### src/design/cpu6_bus_pkg.sv
`default_nettype none

package cpu6_bus_pkg;

    localparam int DATA_WIDTH         = 8;
    localparam int LOGICAL_ADDR_WIDTH = 16;
    localparam int PAGE_OFFSET_WIDTH  = 11;  // Low MAR bits, untranslated
    localparam int PTB_WIDTH          = 3;
    localparam int PHYS_ADDR_WIDTH    = 19;

    typedef logic [DATA_WIDTH-1:0]                         byte_t;
    typedef logic [LOGICAL_ADDR_WIDTH-1:0]                 logical_addr_t;
    typedef logic [PHYS_ADDR_WIDTH-PAGE_OFFSET_WIDTH-1:0]  frame_t;  // Physical bits 18:11
    typedef logic [PTB_WIDTH-1:0]                          ptb_t;
    typedef logic [PHYS_ADDR_WIDTH-1:0]                    phys_addr_t;

    // Host command opcodes
    typedef enum logic [2:0] {
        OP_LOAD_HI   = 3'd0,  // MAR high byte
        OP_LOAD_LO   = 3'd1,  // MAR low byte
        OP_SET_PTB   = 3'd2,  // Base register from data[2:0]
        OP_WRITE_PTE = 3'd3,  // Frame for current index
        OP_READ      = 3'd4,
        OP_WRITE     = 3'd5
    } bus_op_t;

    typedef enum logic [1:0] {
        ST_IDLE    = 2'd0,
        ST_WAIT    = 2'd1,
        ST_STROBE  = 2'd2,
        ST_RESPOND = 2'd3
    } bus_state_t;

endpackage

`default_nettype wire
### src/design/cpu6_bus_unit.sv
`timescale 1ns/1ps
`default_nettype none

module cpu6_bus_unit #(
    parameter int WAIT_STATES = 2
) (
    input  wire                        clock,
    input  wire                        reset,
    input  wire                        cmd_valid,
    input  wire cpu6_bus_pkg::bus_op_t cmd_op,
    input  wire cpu6_bus_pkg::byte_t   cmd_data,
    input  wire                        rsp_ready,
    input  wire cpu6_bus_pkg::byte_t   data_in,
    output logic                       cmd_ready,
    output logic                       rsp_valid,
    output cpu6_bus_pkg::byte_t        rsp_data,
    output cpu6_bus_pkg::phys_addr_t   address_bus,
    output cpu6_bus_pkg::byte_t        data_out,
    output logic                       write_en
);
    import cpu6_bus_pkg::*;

    logic          timer_start;
    logic          expired;
    logic          load_hi;
    logic          load_lo;
    logic          load_ptb;
    logic          pte_write;
    logic          mar_increment;
    logic          capture_read;
    logic          capture_write;
    logic          strobe_write;
    logical_addr_t mar;
    ptb_t          ptb;

    bus_sequencer #(
        .WAIT_STATES(WAIT_STATES)
    ) u_sequencer (
        .clock        (clock),
        .reset        (reset),
        .cmd_valid    (cmd_valid),
        .cmd_op       (cmd_op),
        .rsp_ready    (rsp_ready),
        .expired      (expired),
        .cmd_ready    (cmd_ready),
        .rsp_valid    (rsp_valid),
        .timer_start  (timer_start),
        .load_hi      (load_hi),
        .load_lo      (load_lo),
        .load_ptb     (load_ptb),
        .pte_write    (pte_write),
        .mar_increment(mar_increment),
        .capture_read (capture_read),
        .capture_write(capture_write),
        .strobe_write (strobe_write)
    );

    wait_timer #(
        .WAIT_STATES(WAIT_STATES)
    ) u_timer (
        .clock  (clock),
        .reset  (reset),
        .start  (timer_start),
        .expired(expired)
    );

    address_unit u_address (
        .clock        (clock),
        .reset        (reset),
        .load_hi      (load_hi),
        .load_lo      (load_lo),
        .load_ptb     (load_ptb),
        .mar_increment(mar_increment),
        .load_data    (cmd_data),
        .mar          (mar),
        .ptb          (ptb)
    );

    // Frame byte comes straight from the command data
    page_table u_page_table (
        .clock      (clock),
        .pte_write  (pte_write),
        .pte_data   (cmd_data),
        .mar        (mar),
        .ptb        (ptb),
        .address_bus(address_bus)
    );

    bus_data_path u_data_path (
        .clock        (clock),
        .reset        (reset),
        .capture_write(capture_write),
        .strobe_write (strobe_write),
        .capture_read (capture_read),
        .cmd_data     (cmd_data),
        .data_in      (data_in),
        .data_out     (data_out),
        .write_en     (write_en),
        .rsp_data     (rsp_data)
    );

endmodule

`default_nettype wire

### src/design/bus_data_path.sv
`timescale 1ns/1ps
`default_nettype none

module bus_data_path (
    input  wire                       clock,
    input  wire                       reset,
    input  wire                       capture_write,
    input  wire                       strobe_write,
    input  wire                       capture_read,
    input  wire cpu6_bus_pkg::byte_t  cmd_data,
    input  wire cpu6_bus_pkg::byte_t  data_in,
    output cpu6_bus_pkg::byte_t       data_out,
    output logic                      write_en,
    output cpu6_bus_pkg::byte_t       rsp_data
);
    // Write byte held from acceptance through the strobe
    always_ff @(posedge clock or posedge reset) begin
        if (reset) begin
            data_out <= '0;
        end else if (capture_write) begin
            data_out <= cmd_data;
        end
    end

    // One-cycle strobe
    always_ff @(posedge clock or posedge reset) begin
        if (reset) begin
            write_en <= 1'b0;
        end else begin
            write_en <= strobe_write;
        end
    end

    // Read byte, stays put while the response waits
    always_ff @(posedge clock or posedge reset) begin
        if (reset) begin
            rsp_data <= '0;
        end else if (capture_read) begin
            rsp_data <= data_in;
        end
    end

endmodule

`default_nettype wire

### src/design/page_table.sv
`timescale 1ns/1ps
`default_nettype none

module page_table (
    input  wire                               clock,
    input  wire                               pte_write,
    input  wire cpu6_bus_pkg::frame_t         pte_data,
    input  wire cpu6_bus_pkg::logical_addr_t  mar,
    input  wire cpu6_bus_pkg::ptb_t           ptb,
    output cpu6_bus_pkg::phys_addr_t          address_bus
);
    import cpu6_bus_pkg::*;

    localparam int PAGE_BITS   = LOGICAL_ADDR_WIDTH - PAGE_OFFSET_WIDTH;
    localparam int INDEX_WIDTH = PAGE_BITS + PTB_WIDTH;
    localparam int ENTRIES     = 1 << INDEX_WIDTH;

    frame_t                 frames [ENTRIES];
    logic [INDEX_WIDTH-1:0] index;
    frame_t                 frame;

    // Page number above base register bits
    assign index = {mar[LOGICAL_ADDR_WIDTH-1 -: PAGE_BITS], ptb};

    always_ff @(posedge clock) begin
        if (pte_write) begin
            frames[index] <= pte_data;
        end
    end

    // Asynchronous lookup
    assign frame       = frames[index];
    assign address_bus = {frame, mar[PAGE_OFFSET_WIDTH-1:0]};

endmodule

`default_nettype wire

### src/design/address_unit.sv
`timescale 1ns/1ps
`default_nettype none

module address_unit (
    input  wire                          clock,
    input  wire                          reset,
    input  wire                          load_hi,
    input  wire                          load_lo,
    input  wire                          load_ptb,
    input  wire                          mar_increment,
    input  wire cpu6_bus_pkg::byte_t     load_data,
    output cpu6_bus_pkg::logical_addr_t  mar,
    output cpu6_bus_pkg::ptb_t           ptb
);
    import cpu6_bus_pkg::*;

    // Memory address register
    always_ff @(posedge clock or posedge reset) begin
        if (reset) begin
            mar <= '0;
        end else if (load_hi) begin
            mar[LOGICAL_ADDR_WIDTH-1 -: DATA_WIDTH] <= load_data;
        end else if (load_lo) begin
            mar[DATA_WIDTH-1:0] <= load_data;
        end else if (mar_increment) begin
            mar <= mar + 1'b1;  // Wraps at 16 bits
        end
    end

    // Page table base register
    always_ff @(posedge clock or posedge reset) begin
        if (reset) begin
            ptb <= '0;
        end else if (load_ptb) begin
            ptb <= load_data[PTB_WIDTH-1:0];
        end
    end

    // Loads come only from idle, increments only from a bus cycle
    a_load_vs_inc: assert property (@(posedge clock) disable iff (reset)
        (load_hi || load_lo) |-> !mar_increment);

endmodule

`default_nettype wire

### src/design/bus_sequencer.sv
`timescale 1ns/1ps
`default_nettype none

module bus_sequencer #(
    parameter int WAIT_STATES = 2
) (
    input  wire                   clock,
    input  wire                   reset,
    input  wire                   cmd_valid,
    input  wire cpu6_bus_pkg::bus_op_t cmd_op,
    input  wire                   rsp_ready,
    input  wire                   expired,
    output logic                  cmd_ready,
    output logic                  rsp_valid,
    output logic                  timer_start,
    output logic                  load_hi,
    output logic                  load_lo,
    output logic                  load_ptb,
    output logic                  pte_write,
    output logic                  mar_increment,
    output logic                  capture_read,
    output logic                  capture_write,
    output logic                  strobe_write
);
    import cpu6_bus_pkg::*;

    bus_state_t state;
    logic       cycle_is_read;  // Opcode kept from acceptance
    logic       accept;

    assign cmd_ready = (state == ST_IDLE);
    assign rsp_valid = (state == ST_RESPOND);
    assign accept    = cmd_valid && cmd_ready;

    // Single-cycle commands act on the accepting edge
    assign load_hi   = accept && (cmd_op == OP_LOAD_HI);
    assign load_lo   = accept && (cmd_op == OP_LOAD_LO);
    assign load_ptb  = accept && (cmd_op == OP_SET_PTB);
    assign pte_write = accept && (cmd_op == OP_WRITE_PTE);

    assign timer_start   = accept && ((cmd_op == OP_READ) || (cmd_op == OP_WRITE));
    assign capture_write = accept && (cmd_op == OP_WRITE);

    // End of the wait
    assign capture_read  = (state == ST_WAIT) && expired && cycle_is_read;
    assign strobe_write  = (state == ST_WAIT) && expired && !cycle_is_read;

    // Reads step the MAR as data is sampled, writes after the strobe
    assign mar_increment = capture_read || (state == ST_STROBE);

    always_ff @(posedge clock or posedge reset) begin
        if (reset) begin
            state         <= ST_IDLE;
            cycle_is_read <= 1'b0;
        end else begin
            case (state)
                ST_IDLE: begin
                    if (timer_start) begin
                        state         <= ST_WAIT;
                        cycle_is_read <= (cmd_op == OP_READ);
                    end
                end
                ST_WAIT: begin
                    if (expired) begin
                        state <= cycle_is_read ? ST_RESPOND : ST_STROBE;
                    end
                end
                ST_STROBE:  state <= ST_IDLE;  // write_en cycle
                ST_RESPOND: begin
                    if (rsp_ready) begin
                        state <= ST_IDLE;
                    end
                end
                default:    state <= ST_IDLE;
            endcase
        end
    end

    // Response is held until the host takes it
    a_rsp_hold: assert property (@(posedge clock) disable iff (reset)
        rsp_valid && !rsp_ready |=> rsp_valid);

    // The write_en cycle follows strobe_write and must not overlap a response
    a_strobe_no_rsp: assert property (@(posedge clock) disable iff (reset)
        strobe_write |=> !rsp_valid);

    // Timer answers exactly WAIT_STATES cycles after it is started
    a_wait_length: assert property (@(posedge clock) disable iff (reset)
        timer_start |-> ##WAIT_STATES expired);

endmodule

`default_nettype wire

### src/design/wait_timer.sv
`timescale 1ns/1ps
`default_nettype none

module wait_timer #(
    parameter int WAIT_STATES = 2
) (
    input  wire  clock,
    input  wire  reset,
    input  wire  start,
    output logic expired
);
    localparam int COUNT_WIDTH = $clog2(WAIT_STATES + 1);

    logic [COUNT_WIDTH-1:0] count;
    logic                   running;

    // Last wait cycle
    assign expired = running && (count == '0);

    always_ff @(posedge clock or posedge reset) begin
        if (reset) begin
            count   <= '0;
            running <= 1'b0;
        end else if (start) begin
            count   <= COUNT_WIDTH'(WAIT_STATES - 1);  // Zero is the final cycle
            running <= 1'b1;
        end else if (expired) begin
            running <= 1'b0;
        end else if (running) begin
            count <= count - 1'b1;
        end
    end

    // One bus cycle at a time
    a_no_restart: assert property (@(posedge clock) disable iff (reset)
        start |-> !running);

endmodule

`default_nettype wire

### config.mk
export PLATFORM = sky130hd
export DESIGN_NAME = cpu6_bus_unit
export DESIGN_NICKNAME = d
export VERILOG_FILES = /design/src/design/cpu6_bus_pkg.sv /design/src/design/cpu6_bus_unit.sv /design/src/design/bus_data_path.sv /design/src/design/page_table.sv /design/src/design/address_unit.sv /design/src/design/bus_sequencer.sv /design/src/design/wait_timer.sv
export SDC_FILE = /design/constraint.sdc
export NUM_CORES = 2
export LEC_CHECK = 0
export BUFFER_PORTS_ARGS = -buffer_cell sky130_fd_sc_hd__buf_2
export CAP_MARGIN = 20
export CORE_AREA = 2 2 369 554
export CTS_CLUSTER_DIAMETER = 80
export CTS_CLUSTER_SIZE = 20
export DETAILED_ROUTE_END_ITERATION = 7
export DIE_AREA = 0 0 371 556
export SLEW_MARGIN = 5
export SYNTH_ARGS = -nofsm -noshare
export SYNTH_HDL_FRONTEND = slang
export SYNTH_SLANG_ARGS = --single-unit
### constraint.sdc
create_clock -name clock -period 7.2 [get_ports clock]
set_input_delay 1.08 -clock clock [delete_from_list [all_inputs] [get_ports clock]]
set_output_delay 1.08 -clock clock [all_outputs]
set_load 0.01 [all_outputs]
==> flow_summary_export.csv <==
group,metric,value,unit
sta,fin_tns_setup,0,ps
global_routing,antenna_found_initial,3,
setup_path,r2r-start,"u_address.ptb[1]",
routing,drt-total-wl,193000,um
setup_path,worstPathArrival,5200,ps
sta,hold_violations,0,
synth,synth_top_cell_by_area,"edfxtp_1",
sta,fmax,0.159,GHz
routing,wire_per_inst,30.0,um
sta,finClkSkew,24.5,ps
setup_path,rrSetupSlack,2930,ps
setup_path,worstSetupEndpointType,"primary output",
sta,slew_headroom,0.183,
floorplanning,initial_core_util,0.398,
global_routing,grt_pass1_wl,278000,um
cts,post-cts-setup-buffer-count,0,
global_routing,grt_max_degree,176,
synth,ys_async_sr_fraction,0.0201,
sta,drv_slew,0,
cts,htreeDepth,3,
routing,drc_errors,0,
hold_path,hp-class,"in2async",
synth,ys.flop_type,"edfxtp_1",
layout,post-route-util,0.432,
setup_path,r2r-end,"u_page_table.frames[95][3]",
global_routing,grt_pass1_vias,38400,
cts,root_buffer,"clkbuf_16",
synth,synth_top_cell_area_share,0.767,
setup_path,worst-r2r-cell-count,6,
synth,synth-seq-cells,2090,
routing,drt-initial-drc-count,3573,
sta,setup_violations,0,
cts,worstSkewPairLatency,740,ps
routing,via_per_inst,5.76,
cts,cts_buffers,114,
power,p_leak,25.7,nW
run_status,status,"completed",
cts,cts_resized,0,
layout,synthToLayoutAreaGrowth,8.60,%
routing,ant_nets,0,
synth,synthCells,3707,
floorplanning,core_area,201000,um2
synth,ys_warn_count,0,
setup_path,path_max_fanout,49,
placed_design,place.port_buffers,60,
setup_path,crit_type,"reg2out",
layout,nets,3774,
setup_path,crit_start,"u_address.ptb[0]",
placed_design,dpl.hpwl,115000,um
floorplanning,ios,61,
sta,grt_setup_unrepaired,"false",
cts,postCtsHoldBufs,0,
floorplanning,num_rows,202,
synth,synth_area,80200,um2
power,power.density_cell_area,331,nW/um2
floorplanning,fp.dieH,556,um
synth,syn_area_per_cell,21.6,um2
sta,period_share,0.873,
sta,period_minus_slack,6280,ps
synth,synth_edf_count,2048,
synth,syn-num-nets,3732,
placed_design,routabilityCongestion,0.802,
sta,worstMarginPinSlew,1210,ps
floorplanning,die_width,371,um
synth,ys_seq_area_frac,0.780,
layout,drive_gt1_frac,0.231,
routing,vias,37000,
run,maxCapViolCount,0,
cts,cts.sinks,2090,
setup_path,crit_required,6120,ps
floorplanning,die_area,206000,um2
global_routing,track_usage,0.186,
cts,cts_max_path_buffers,3,
cts,cts_tree,"built",
setup_path,cp-start-kind,"register",
synth,ys_top_cells_by_area,"edfxtp_1, mux4_2, a22oi_1",
power,irDropWorstVdd,0.372,mV
synth,ys_types,39,
routing,firstDrtPassIters,6,
cts,path_clk_slew,90,ps
global_routing,grt_overflow_total,0,
setup_path,critPathCapture,"address_bus[13]",
metal layers:
metal,vias to the layer above,share of wire,global-route usage
li1,15500,-,-
met1,20100,0.37,0.229
met2,1078,0.54,0.334
met3,258,0.050,0.0243
met4,2,0.038,0.0683
met5,-,0.000067,0
worst min-delay path by stage:
stage                              startpoint  cells past startpoint                      end
detailed placement    u_data_path.data_out[6]                      1  u_data_path.data_out[6]
floorplan           u_sequencer.cycle_is_read                      1     u_data_path.write_en
global route                            reset                      2         u_address.mar[5]
global placement      u_data_path.rsp_data[5]                      1  u_data_path.rsp_data[5]
CTS                   u_data_path.data_out[6]                      1  u_data_path.data_out[6]
finish                                  reset                      2         u_address.mar[5]
sequential cells by signal (all words and copies together), names as in the netlist:
signal                     flops
u_data_path.rsp_data           8
u_sequencer.cycle_is_read      1
u_timer.running                1
u_timer.count                  2
u_address.mar                 16
u_address.ptb                  3
u_data_path.write_en           1
u_page_table.frames         2048
u_sequencer.state              2
u_data_path.data_out           8
worst max-delay path: stages, from the launching register on:
cell	delay, ps
dfrtp_4	900
buf_12	430
buf_4	350
mux4_2	530
a22oi_1	290
a21oi_1	190
o41ai_1	950
nand4_1	460
buf_2	280
placed cells by master (no fill, tap or decap), types with 4 or more instances in the layout:
| cell | count |
|---|---|
| edfxtp_1 | 2048 |
| xnor2_1 | 8 |
| buf_8 | 8 |
| o21ai_0 | 8 |
| a22oi_1 | 256 |
| clkbuf_16 | 118 |
| buf_2 | 59 |
| o41ai_2 | 22 |
| o41ai_1 | 10 |
| mux2_2 | 19 |
| nor2b_1 | 8 |
| a221o_1 | 4 |
| dfrtp_1 | 40 |
| and2_1 | 4 |
| mux4_2 | 512 |
| nand2_2 | 17 |
| nor3b_1 | 5 |
| nand2_1 | 31 |
| a21oi_1 | 136 |
| clkbuf_1 | 9 |
| nor3_1 | 7 |
| nor2_1 | 275 |
| inv_1 | 5 |
| nand4_1 | 12 |
| nand3_1 | 5 |
| buf_12 | 21 |
| buf_4 | 79 |
stage by stage:
step	instances	area (um2)	setup WS (ps)	hold WS [ps]	total power [mW]
CTS	6413	87100	809	511	29.1
global route	6415	87100	676	236	29.8
finish	6417	87100	915	253	28.8
floorplan	3707	80200	3910	468	19.5
detailed placement	6284	84000	1630	490	22.7
global placement	6274	83900	679	482	22.6
where the power goes:
part / switching, mW / internal [mW]
registers: 0.260 / 13.5
clock network: 3.68 / 2.92
logic: 4.90 / 3.63
total: 8.83 / 20.0
cells by family after synthesis:
family,after synthesis,share of synthesized area
XOR/XNOR,11,0.00120
buffers and inverters,247,0.0143
AO/OA/AOI/OAI,439,0.0373
adder cells (fa/ha/maj),2,0.000312
flip-flops,2090,0.780
AND/OR/NAND/NOR,384,0.0200
multiplexers,534,0.147
synthesized netlist by cell type, types with 10 or more instances:
cell         n
edfxtp_1  2048
mux4_2     512
nor2_1     276
a22oi_1    256
clkbuf_1   151
a21oi_1    136
nand2_1     48
dfrtp_1     42
buf_2       41
o41ai_1     32
mux2_2      19
buf_1       18
buf_4       18
buf_6       13
nand4_1     12
nor2b_1     10
final cells by class:
type | instances | area, um2
inverters | 6 | 22.5
multi-input cells | 1370 | 16700
clock buffers | 127 | 2990
diodes | 3 | 7.51
repair buffers | 167 | 1430
well taps | 2652 | 3320
fillers | 16900 | 114000
flip-flops and latches | 2090 | 62600
clock inverters | 2 | 27.5
Note: power is estimated with default switching activity, not from simulation.
